==> config.mk <==
export PLATFORM = sky130hd
export DESIGN_NAME = RiscvCore
export DESIGN_NICKNAME = d
export VERILOG_FILES = /design/src/rtl/rvPkg.sv /design/src/rtl/ControlUnit.sv /design/src/rtl/AluDecoder.sv /design/src/rtl/Alu.sv /design/src/rtl/RegisterFile.sv /design/src/rtl/ImmExtend.sv /design/src/rtl/RiscvCore.sv
export SDC_FILE = /design/constraint.sdc
export NUM_CORES = 2
export LEC_CHECK = 0
export BUFFER_PORTS_ARGS = -buffer_cell sky130_fd_sc_hd__buf_2
export CAP_MARGIN = 20
export CORE_AREA = 2 2 272 408
export CTS_CLUSTER_DIAMETER = 30
export CTS_CLUSTER_SIZE = 40
export DETAILED_ROUTE_END_ITERATION = 12
export DIE_AREA = 0 0 274 410
export PLACE_DENSITY_LB_ADDON = 0.3
export SYNTH_ARGS = -nofsm -noshare
export SYNTH_HDL_FRONTEND = slang
export SYNTH_SLANG_ARGS = --single-unit
==> constraint.sdc <==
create_clock -name clk -period 13.45 [get_ports clk]
set_clock_uncertainty 0.2 [all_clocks]
set_input_delay 2.69 -clock clk [delete_from_list [all_inputs] [get_ports clk]]
set_output_delay 2.69 -clock clk [all_outputs]
set_load 0.05 [all_outputs]
==> src/rtl/rvPkg.sv <==
package rvPkg;

    // major opcodes, instr[6:0]
    typedef enum logic [6:0] {
        OpRType  = 7'b0110011, // register-register alu
        OpIType  = 7'b0010011, // register-immediate alu
        OpLoad   = 7'b0000011, // lw only
        OpStore  = 7'b0100011, // sw only
        OpBranch = 7'b1100011, // beq .. bgeu
        OpJal    = 7'b1101111,
        OpJalr   = 7'b1100111,
        OpLui    = 7'b0110111,
        OpAuipc  = 7'b0010111
    } opcodeE;

    // instruction class, control unit to alu decoder
    typedef enum logic [2:0] {
        AluOpR      = 3'b000, // funct3/funct7 decide
        AluOpI      = 3'b001, // funct3 decides, funct7b5 only for srai
        AluOpLoad   = 3'b010, // address add
        AluOpStore  = 3'b011, // address add
        AluOpBranch = 3'b100, // subtract for flags
        AluOpJump   = 3'b101, // jal and jalr, add
        AluOpLui    = 3'b110, // pass immediate
        AluOpAuipc  = 3'b111
    } aluOpE;

    // alu operation select
    typedef enum logic [3:0] {
        AluAdd   = 4'd0,
        AluSub   = 4'd1,
        AluAnd   = 4'd2,
        AluOr    = 4'd3,
        AluXor   = 4'd4,
        AluSll   = 4'd5,
        AluSrl   = 4'd6,
        AluSra   = 4'd7,
        AluSlt   = 4'd8, // signed compare
        AluSltu  = 4'd9, // unsigned compare
        AluPassB = 4'd10 // lui
    } aluCtrlE;

    // immediate formats
    typedef enum logic [2:0] {
        ImmI = 3'b000,
        ImmS = 3'b001,
        ImmB = 3'b010,
        ImmU = 3'b011,
        ImmJ = 3'b100
    } immSrcE;

    // next pc select, 2'b10 unused
    typedef enum logic [1:0] {
        PcPlus4     = 2'b00,
        PcTarget    = 2'b01, // pc + imm
        PcAluResult = 2'b11  // jalr, bit 0 cleared in core
    } pcSrcE;

    // write-back select
    typedef enum logic [1:0] {
        ResAlu      = 2'b00,
        ResMem      = 2'b01,
        ResPcPlus4  = 2'b10, // link value
        ResPcTarget = 2'b11  // auipc
    } resultSrcE;

endpackage

==> src/rtl/ControlUnit.sv <==
`timescale 1ns/1ns

module ControlUnit (
    input  rvPkg::opcodeE    opcode,       // instr[6:0]
    input  logic [2:0]       funct3,       // branch condition
    input  logic             zeroFlag,     // srcA == srcB
    input  logic             negativeFlag, // signed srcA < srcB
    input  logic             unsignedLess, // unsigned srcA < srcB
    output rvPkg::pcSrcE     pcSrc,
    output rvPkg::resultSrcE resultSrc,
    output logic             memWrite,
    output logic             aluSrc,       // 1 selects immediate
    output rvPkg::immSrcE    immSrc,
    output logic             regWrite,
    output rvPkg::aluOpE     aluOp         // to alu decoder
);

    logic branchTaken; // condition met for current funct3

    always_comb begin
        case (funct3)
            3'b000:  branchTaken = zeroFlag;      // beq
            3'b001:  branchTaken = ~zeroFlag;     // bne
            3'b100:  branchTaken = negativeFlag;  // blt
            3'b101:  branchTaken = ~negativeFlag; // bge
            3'b110:  branchTaken = unsignedLess;  // bltu
            3'b111:  branchTaken = ~unsignedLess; // bgeu
            default: branchTaken = 1'b0;          // 010/011 not branches
        endcase
    end

    always_comb begin
        // safe defaults, also what an unknown opcode gets
        pcSrc     = rvPkg::PcPlus4;
        resultSrc = rvPkg::ResAlu;
        memWrite  = 1'b0;
        aluSrc    = 1'b0;
        immSrc    = rvPkg::ImmI;
        regWrite  = 1'b0;
        aluOp     = rvPkg::AluOpR;
        case (opcode)
            rvPkg::OpRType: begin
                regWrite = 1'b1; // rs1 op rs2
            end
            rvPkg::OpIType: begin
                aluSrc   = 1'b1;
                regWrite = 1'b1;
                aluOp    = rvPkg::AluOpI;
            end
            rvPkg::OpLoad: begin
                aluSrc    = 1'b1;            // rs1 + offset
                regWrite  = 1'b1;
                resultSrc = rvPkg::ResMem;
                aluOp     = rvPkg::AluOpLoad;
            end
            rvPkg::OpStore: begin
                aluSrc   = 1'b1;
                memWrite = 1'b1;
                immSrc   = rvPkg::ImmS;      // split offset
                aluOp    = rvPkg::AluOpStore;
            end
            rvPkg::OpBranch: begin
                immSrc = rvPkg::ImmB;        // alu compares rs1, rs2
                aluOp  = rvPkg::AluOpBranch;
                if (branchTaken) begin
                    pcSrc = rvPkg::PcTarget;
                end
            end
            rvPkg::OpJal: begin
                pcSrc     = rvPkg::PcTarget;
                resultSrc = rvPkg::ResPcPlus4; // link
                immSrc    = rvPkg::ImmJ;
                regWrite  = 1'b1;
                aluOp     = rvPkg::AluOpJump;
            end
            rvPkg::OpJalr: begin
                pcSrc     = rvPkg::PcAluResult; // rs1 + imm
                resultSrc = rvPkg::ResPcPlus4;
                aluSrc    = 1'b1;
                regWrite  = 1'b1;
                aluOp     = rvPkg::AluOpJump;
            end
            rvPkg::OpLui: begin
                aluSrc   = 1'b1;
                immSrc   = rvPkg::ImmU;
                regWrite = 1'b1;
                aluOp    = rvPkg::AluOpLui;
            end
            rvPkg::OpAuipc: begin
                resultSrc = rvPkg::ResPcTarget; // pc + upper imm
                aluSrc    = 1'b1;
                immSrc    = rvPkg::ImmU;
                regWrite  = 1'b1;
                aluOp     = rvPkg::AluOpAuipc;
            end
            default: ;
        endcase
    end

endmodule

==> src/rtl/AluDecoder.sv <==
`timescale 1ns/1ns

module AluDecoder (
    input  rvPkg::aluOpE   aluOp,
    input  logic [2:0]     funct3,
    input  logic           funct7b5, // instr[30]
    output rvPkg::aluCtrlE aluCtrl
);

    logic isSub; // only R-type uses bit 30 for sub

    assign isSub = (aluOp == rvPkg::AluOpR) && funct7b5;

    always_comb begin
        case (aluOp)
            rvPkg::AluOpR,
            rvPkg::AluOpI: begin
                case (funct3)
                    3'b000:  aluCtrl = isSub ? rvPkg::AluSub : rvPkg::AluAdd; // addi stays add
                    3'b001:  aluCtrl = rvPkg::AluSll;
                    3'b010:  aluCtrl = rvPkg::AluSlt;
                    3'b011:  aluCtrl = rvPkg::AluSltu;
                    3'b100:  aluCtrl = rvPkg::AluXor;
                    3'b101:  aluCtrl = funct7b5 ? rvPkg::AluSra : rvPkg::AluSrl; // srai too
                    3'b110:  aluCtrl = rvPkg::AluOr;
                    default: aluCtrl = rvPkg::AluAnd; // 111
                endcase
            end
            rvPkg::AluOpLoad,
            rvPkg::AluOpStore,
            rvPkg::AluOpJump,
            rvPkg::AluOpAuipc: begin
                aluCtrl = rvPkg::AluAdd; // address / target arithmetic
            end
            rvPkg::AluOpBranch: begin
                aluCtrl = rvPkg::AluSub; // flags only
            end
            rvPkg::AluOpLui: begin
                aluCtrl = rvPkg::AluPassB;
            end
            default: begin
                aluCtrl = rvPkg::AluAdd;
            end
        endcase
    end

endmodule

==> src/rtl/Alu.sv <==
`timescale 1ns/1ns

module Alu (
    input  logic [31:0]    srcA,
    input  logic [31:0]    srcB,
    input  rvPkg::aluCtrlE aluCtrl,
    output logic [31:0]    aluResult,
    output logic           zeroFlag,     // srcA - srcB == 0
    output logic           negativeFlag, // signed less-than
    output logic           unsignedLess  // borrow out
);

    logic [32:0] diffWide; // extra bit catches the borrow
    logic [31:0] diff;
    logic        overflow; // signed overflow of the subtract
    logic [4:0]  shamt;

    assign diffWide = {1'b0, srcA} - {1'b0, srcB};
    assign diff     = diffWide[31:0];
    assign overflow = (srcA[31] ^ srcB[31]) & (diff[31] ^ srcA[31]);
    assign shamt    = srcB[4:0]; // rv32 uses low five bits

    // flags come from the subtract whatever the selected op
    assign zeroFlag     = (diff == 32'd0);
    assign negativeFlag = diff[31] ^ overflow; // sign fixed up on overflow
    assign unsignedLess = diffWide[32];

    always_comb begin
        case (aluCtrl)
            rvPkg::AluAdd:   aluResult = srcA + srcB;
            rvPkg::AluSub:   aluResult = diff;
            rvPkg::AluAnd:   aluResult = srcA & srcB;
            rvPkg::AluOr:    aluResult = srcA | srcB;
            rvPkg::AluXor:   aluResult = srcA ^ srcB;
            rvPkg::AluSll:   aluResult = srcA << shamt;
            rvPkg::AluSrl:   aluResult = srcA >> shamt;
            rvPkg::AluSra:   aluResult = $signed(srcA) >>> shamt; // sign fill
            rvPkg::AluSlt:   aluResult = {31'd0, negativeFlag};
            rvPkg::AluSltu:  aluResult = {31'd0, unsignedLess};
            rvPkg::AluPassB: aluResult = srcB; // lui
            default:         aluResult = 32'd0;
        endcase
    end

endmodule

==> src/rtl/RegisterFile.sv <==
`timescale 1ns/1ns

module RegisterFile (
    input  logic        clk,
    input  logic        arstN,
    input  logic [4:0]  readAddr1,  // rs1
    input  logic [4:0]  readAddr2,  // rs2
    input  logic [4:0]  writeAddr,  // rd
    input  logic        writeEnable,
    input  logic [31:0] writeData,
    output logic [31:0] readData1,
    output logic [31:0] readData2
);

    logic [31:0] regs [32]; // x0 kept at zero by never writing it

    always_ff @(posedge clk or negedge arstN) begin
        if (!arstN) begin
            for (int i = 0; i < 32; i++) begin
                regs[i] <= 32'd0;
            end
        end else if (writeEnable && (writeAddr != 5'd0)) begin
            regs[writeAddr] <= writeData; // x0 writes dropped
        end
    end

    // combinational reads, same-cycle write not forwarded
    assign readData1 = regs[readAddr1];
    assign readData2 = regs[readAddr2];

    // x0 reads zero on both ports after any write history
    x0ReadsZero: assert property (@(posedge clk) disable iff (!arstN)
        ((readAddr1 == 5'd0) |-> (readData1 == 32'd0)) and
        ((readAddr2 == 5'd0) |-> (readData2 == 32'd0)));

endmodule

==> src/rtl/ImmExtend.sv <==
`timescale 1ns/1ns

module ImmExtend (
    input  logic [31:7]   instrBits, // keeps instr bit numbering
    input  rvPkg::immSrcE immSrc,
    output logic [31:0]   immExt
);

    logic signBit;

    assign signBit = instrBits[31]; // all formats sign from bit 31

    always_comb begin
        case (immSrc)
            rvPkg::ImmI: immExt = {{20{signBit}}, instrBits[31:20]};
            rvPkg::ImmS: immExt = {{20{signBit}}, instrBits[31:25], instrBits[11:7]};
            rvPkg::ImmB: begin
                immExt = {{19{signBit}}, signBit, instrBits[7],
                          instrBits[30:25], instrBits[11:8], 1'b0}; // halfword offset
            end
            rvPkg::ImmU: immExt = {instrBits[31:12], 12'd0}; // upper 20
            rvPkg::ImmJ: begin
                immExt = {{11{signBit}}, signBit, instrBits[19:12],
                          instrBits[20], instrBits[30:21], 1'b0};
            end
            default: immExt = 32'd0;
        endcase
    end

endmodule

==> src/rtl/RiscvCore.sv <==
`timescale 1ns/1ns

module RiscvCore #(
    parameter logic [31:0] ResetPc = 32'h0000_0000 // first fetch address
) (
    input  logic        clk,
    input  logic        arstN,
    input  logic [31:0] instr,     // imem read at pc
    input  logic [31:0] readData,  // dmem read at dataAddr
    output logic [31:0] pc,
    output logic [31:0] dataAddr,
    output logic [31:0] writeData,
    output logic        memWrite
);

    rvPkg::opcodeE    opcode;
    rvPkg::pcSrcE     pcSrc;
    rvPkg::resultSrcE resultSrc;
    rvPkg::immSrcE    immSrc;
    rvPkg::aluOpE     aluOp;
    rvPkg::aluCtrlE   aluCtrl;

    logic        ctrlMemWrite; // ungated decoder outputs
    logic        ctrlRegWrite;
    logic        aluSrc;
    logic        runEn;        // low until first edge after reset
    logic        zeroFlag;
    logic        negativeFlag;
    logic        unsignedLess;
    logic [31:0] immExt;
    logic [31:0] readData1;
    logic [31:0] readData2;
    logic [31:0] srcB;
    logic [31:0] aluResult;
    logic [31:0] result;       // write-back value
    logic [31:0] pcPlus4;
    logic [31:0] pcTarget;
    logic [31:0] pcNext;

    assign opcode = rvPkg::opcodeE'(instr[6:0]);

    // holds the core idle for the partial cycle in which reset is released
    always_ff @(posedge clk or negedge arstN) begin
        if (!arstN) begin
            runEn <= 1'b0;
        end else begin
            runEn <= 1'b1;
        end
    end

    always_ff @(posedge clk or negedge arstN) begin
        if (!arstN) begin
            pc <= ResetPc;
        end else if (runEn) begin
            pc <= pcNext; // one instruction per edge
        end
    end

    assign pcPlus4  = pc + 32'd4;
    assign pcTarget = pc + immExt; // branch, jal, auipc

    always_comb begin
        case (pcSrc)
            rvPkg::PcTarget:    pcNext = pcTarget;
            rvPkg::PcAluResult: pcNext = {aluResult[31:1], 1'b0}; // jalr clears bit 0
            default:            pcNext = pcPlus4;
        endcase
    end

    always_comb begin
        case (resultSrc)
            rvPkg::ResMem:      result = readData;
            rvPkg::ResPcPlus4:  result = pcPlus4;
            rvPkg::ResPcTarget: result = pcTarget;
            default:            result = aluResult;
        endcase
    end

    assign srcB      = aluSrc ? immExt : readData2;
    assign dataAddr  = aluResult;             // lw/sw address
    assign writeData = readData2;             // sw data from rs2
    assign memWrite  = ctrlMemWrite & runEn;

    ControlUnit control_i (
        .opcode       (opcode),
        .funct3       (instr[14:12]),
        .zeroFlag     (zeroFlag),
        .negativeFlag (negativeFlag),
        .unsignedLess (unsignedLess),
        .pcSrc        (pcSrc),
        .resultSrc    (resultSrc),
        .memWrite     (ctrlMemWrite),
        .aluSrc       (aluSrc),
        .immSrc       (immSrc),
        .regWrite     (ctrlRegWrite),
        .aluOp        (aluOp)
    );

    AluDecoder decoder_i (
        .aluOp    (aluOp),
        .funct3   (instr[14:12]),
        .funct7b5 (instr[30]),
        .aluCtrl  (aluCtrl)
    );

    Alu alu_i (
        .srcA         (readData1),
        .srcB         (srcB),
        .aluCtrl      (aluCtrl),
        .aluResult    (aluResult),
        .zeroFlag     (zeroFlag),
        .negativeFlag (negativeFlag),
        .unsignedLess (unsignedLess)
    );

    RegisterFile regFile_i (
        .clk         (clk),
        .arstN       (arstN),
        .readAddr1   (instr[19:15]),
        .readAddr2   (instr[24:20]),
        .writeAddr   (instr[11:7]),
        .writeEnable (ctrlRegWrite & runEn),
        .writeData   (result),
        .readData1   (readData1),
        .readData2   (readData2)
    );

    ImmExtend immExt_i (
        .instrBits (instr[31:7]),
        .immSrc    (immSrc),
        .immExt    (immExt)
    );

    // catches misaligned branch/jump targets from the program
    pcAligned: assert property (@(posedge clk) disable iff (!arstN) pc[1:0] == 2'b00);

endmodule

==> results of run 1 <==
stage by stage:
step | hold slack [ps] | area (µm²)
4_1_cts | 204.8 | 76990
3_5_place_dp | 186.9 | 72280
3_3_place_gp | 180.6 | 72250
2_1_floorplan | 245.1 | 69230
kinds of logic after synthesis:
logic type | Yosys count
flops | 1057
other cells | 1
mux | 1391
fa+ha+maj | 133
compound gates | 1791
buf+inv | 796
xor+xnor | 95
simple gates | 1430
layer usage:
metal | GRT overflow | global-route usage
met4 | 1 | 0.7068
met5 | 0 | 0.1627
met3 | 0 | 0.4472
met2 | 0 | 0.9042
met1 | 0 | 0.6794
==> results.ini, run 1 <==
[status]
status=stopped before the end
stop_stage=global routing
error_line=[ERROR GRT-0116] Global routing finished with congestion. Check the congestion regions in the DRC Viewer.

[die]
io_pins=163
die_height_um=410
fp.dieW_um=274
row_count=149
start_util=0.6337

[clocking]
cts_sinks=1057
cts-root-buf=clkbuf_16
cts_buffers=131
clock_path_buffers=3
htree_levels=4
cts_setup_buffers=0
cts-resized-gates=0
postCtsHoldBufs=0

[logic_synthesis]
synthMuxAreaShare=0.2727
synthTopCellsByArea=dfrtp_1, mux4_2, mux2_2
synth_cells=6694
ys_warn_count=0
synth_area_um2=69230
ys_ff_latch=1057
synth_nets=6893
ys_seq_area_frac=0.3821
synthXorXnorAreaFrac=0.01202
synthAdderAreaFrac=0.02447
syn_avg_cell_area_um2=10.34
synth-compound-area-share=0.1687
ys_async_sr_fraction=1.000
synth_cell_types=93
synth_edf_count=0
yosys.area_share.simple=0.09053
ys.flop_type=dfrtp_1
synth_top_family_by_area=multiplexers
yosysMostFrequentCell=dfrtp_1
synth_common_cells=dfrtp_1, nand2_1, o21ai_0
yosysTopAreaCell=dfrtp_1
yosysTopAreaCellShare=0.3821

[global_routing]
overflow=1
grt_pass1_vias=75189
grtUsageTotal=0.6833
grt_max_degree=192
grt_pass1_wl_um=542700

[placed_design]
dp_hpwl_um=223300
gp_congestion=1.163
io_buffers=162
dp.cells=7967
place_ws_ps=284.3

==> run 2, diff against run 1 <==
- CORE_AREA: 2 2 272 408 -> 2 2 420 422
- CTS_CLUSTER_DIAMETER: 30 -> unset
- CTS_CLUSTER_SIZE: 40 -> unset
- DIE_AREA: 0 0 274 410 -> 0 0 422 424
- PLACE_DENSITY_LB_ADDON: 0.3 -> 0.15
==> run 2 against run 1 <==
Against the previous run: the run now ends clean; synthesized cell count did not move; area after synthesis is the same.
==> results.ini, run 2 <==
[status]
status=finished clean

[power_and_ir_drop]
pwr-share-comb=0.287
clock_power_share=0.354
switching_power_mw=3.477
p_int_mw=5.966
ir_drop_mv=0.1193
p_leak_nw=35.44
seqPwrFrac=0.359
power_density_nw_per_um2=121.7
netSwitchingFraction=0.3682

[critical_path]
start_kind=input pin
cp.required_ps=10560
cp_common_cell=buf_4
path_class=input pin to primary output
path_cells=buf_8, buf_12, buf_4, mux4_2, mux4_2, mux2i_1, buf_4, nand2_1, o21ai_0, ha_1, or3_1, or4_1, o2111ai_1, buf_4, nand3_1, a21oi_1, a221oi_1, o311ai_0, xnor2_1, a211o_1, buf_2
cpMaxStageDelayCell=mux4_2
cp.arrival_ps=9860
cp_slowest_stage_delay_ps=570
worstSetupEndpointType=primary output
critPathMaxFanout=31

[sta]
setup_violations=0
fin_setup_tns_ps=0
timing.fmax_ghz=0.07846
hold_viol_final=0
slew_headroom=0.1952
worstMarginPinSlew_ps=1207
rsz0062_at_grt=no
maxSlewViolCount=0
period_share=0.9476
min_period_ps=12750

[die]
dieArea_um2=178900
start_util=0.3957  ; -0.2380
row_count=154  ; +3.4%
io_pins=163  ; unchanged
die_height_um=424  ; +3.4%
core_area_um2=175000
fp.dieW_um=422  ; +54%

[cells_and_area]
layout_common_cells=dfrtp_1, nand2_1, o21ai_0
largest_reg_flops=1024
mostFrequentLayoutCell=dfrtp_1
drive_gt1_frac=0.2511
reg_top3=regFile_i.regs x1024, pc x32, runEn x1
regMostFlops=regFile_i.regs
fin_util=0.4437
nNetsFinal=6861
synthToLayoutAreaGrowth_pct=12.14

[routing]
vias=60138
drt_iter0_markers=7875
drc=0
vias_per_cell=6.603
wirelength_um=327500
ant_nets=0
wl_per_cell_um=35.96
firstDrtPassIters=6

[logic_synthesis]
synth_nets=6893  ; unchanged
synthTopCellsByArea=dfrtp_1, mux4_2, mux2_2
yosysTopAreaCellShare=0.3821  ; unchanged
ys_async_sr_fraction=1.000  ; unchanged
synth_common_cells=dfrtp_1, nand2_1, o21ai_0
ys_ff_latch=1057  ; unchanged
yosysTopAreaCell=dfrtp_1
synth_cells=6694  ; unchanged
yosysMostFrequentCell=dfrtp_1
synth_cell_types=93  ; unchanged
syn_avg_cell_area_um2=10.34  ; unchanged
ys.flop_type=dfrtp_1
ys_warn_count=0  ; unchanged
ys_seq_area_frac=0.3821  ; unchanged
synth_area_um2=69230  ; unchanged
synth_edf_count=0  ; unchanged

[clocking]
worstSkewPairLatency_ps=800
cts_buffers=118  ; -9.9%
cts_sinks=1057  ; unchanged
postCtsHoldBufs=0  ; unchanged
clock_path_buffers=3  ; unchanged
cts-resized-gates=0  ; unchanged
path_clk_slew_ps=60
htree_levels=3  ; -1
cts_tree=built
cts-root-buf=clkbuf_16
cts_setup_buffers=0  ; unchanged

[placed_design]
dp_hpwl_um=229600  ; +2.8%
gp_congestion=1.097  ; -5.7%
io_buffers=162  ; unchanged

[worst_hold_path]
hp-class=register to register

[global_routing]
overflow=0
grt_pass1_vias=57838
grtUsageTotal=0.3603
antenna_found_initial=19
grt_max_degree=161
grt_pass1_wl_um=461900

[run]
maxCapViolCount=0

-- run 2: cell counts after synthesis --
Identical to the previous run, type by type.
-- run 2: per-stage QoR --
stage	hold WS (ps)	power, mW	setup slack [ps]	std cells	instance area [µm²]
3_5_place_dp	187.6	6.055	587.2	8880	73620
6_report	201.2	9.444	704.7	9108	77630
3_3_place_gp	183.5	6.060	901.0	8873	73560
4_1_cts	201.1	9.396	819.7	9096	77570
2_1_floorplan	245.1	4.960	401.9	6694	69230
5_1_grt	208.0	9.743	406.3	9101	77610
-- run 2: critical path, delay by kind of cell --
kind	cells	cell delay, ps
multiplexers	3	1260
XOR/XNOR	1	240
buffers and inverters	6	1700
AO/OA/AOI/OAI	6	2040
adder cells (fa/ha/maj)	1	460
AND/OR/NAND/NOR	4	1270
-- run 2: final timing paths --
kind / startpoint / endpoint / slack, ps / cells after the start
min in group asynchronous: arstN / regFile_i.regs[819] / 1760 / 1
min reg2reg: regFile_i.regs[1019] / regFile_i.regs[1019] / 200 / 0
max reg2reg: regFile_i.regs[302] / pc[17] / 3650 / 32
max: instr[20] / dataAddr[30] / 700 / 21
max in group asynchronous: arstN / regFile_i.regs[350] / 8570 / 4
min: regFile_i.regs[1019] / regFile_i.regs[1019] / 200 / 0
-- run 2: logic make-up (layout without fill, tap and decap cells) --
family,count (synthesis),count (layout),share of synthesized area
simple gates,1430,1430,0.09053
fa+ha+maj,133,133,0.02447
xor+xnor,95,95,0.01202
compound gates,1791,1791,0.1687
other cells,1,11,0.00005417
mux,1391,1391,0.2727
flops,1057,1057,0.3821
buf+inv,796,860,0.04943
-- run 2: power by group through the flow --
| stage | registers [mW] | clock network (mW) | logic, mW |
|---|---|---|---|
| 2_1_floorplan | 3.49 | 0 | 1.47 |
| 3_3_place_gp | 3.44 | 0 | 2.62 |
| 3_5_place_dp | 3.44 | 0 | 2.61 |
| 4_1_cts | 3.39 | 3.39 | 2.62 |
| 5_1_grt | 3.40 | 3.53 | 2.81 |
| 6_report | 3.39 | 3.34 | 2.71 |
-- run 2: metal layers --
metal | GRT usage | routed length (µm) | vias up
li1 | - | - | 24973
met1 | 0.4992 | 137000 | 30990
met2 | 0.5247 | 139100 | 3439
met3 | 0.08244 | 31290 | 722
met4 | 0.1883 | 20000 | 14
met5 | 0 | 87 | -
-- run 2: cell type report --
| class | count | area (µm²) |
|---|---|---|
| fillers | 16816 | 97330 |
| multi-input cells | 4841 | 39900 |
| flip-flops and latches | 1057 | 26450 |
| repair buffers | 505 | 3854 |
| clock buffers | 161 | 3377 |
| well taps | 2340 | 2928 |
| clock inverters | 55 | 569.3 |
| inverters | 139 | 521.8 |
| diodes | 10 | 25.02 |
No activity file was read; power rests on OpenSTA's default activity.
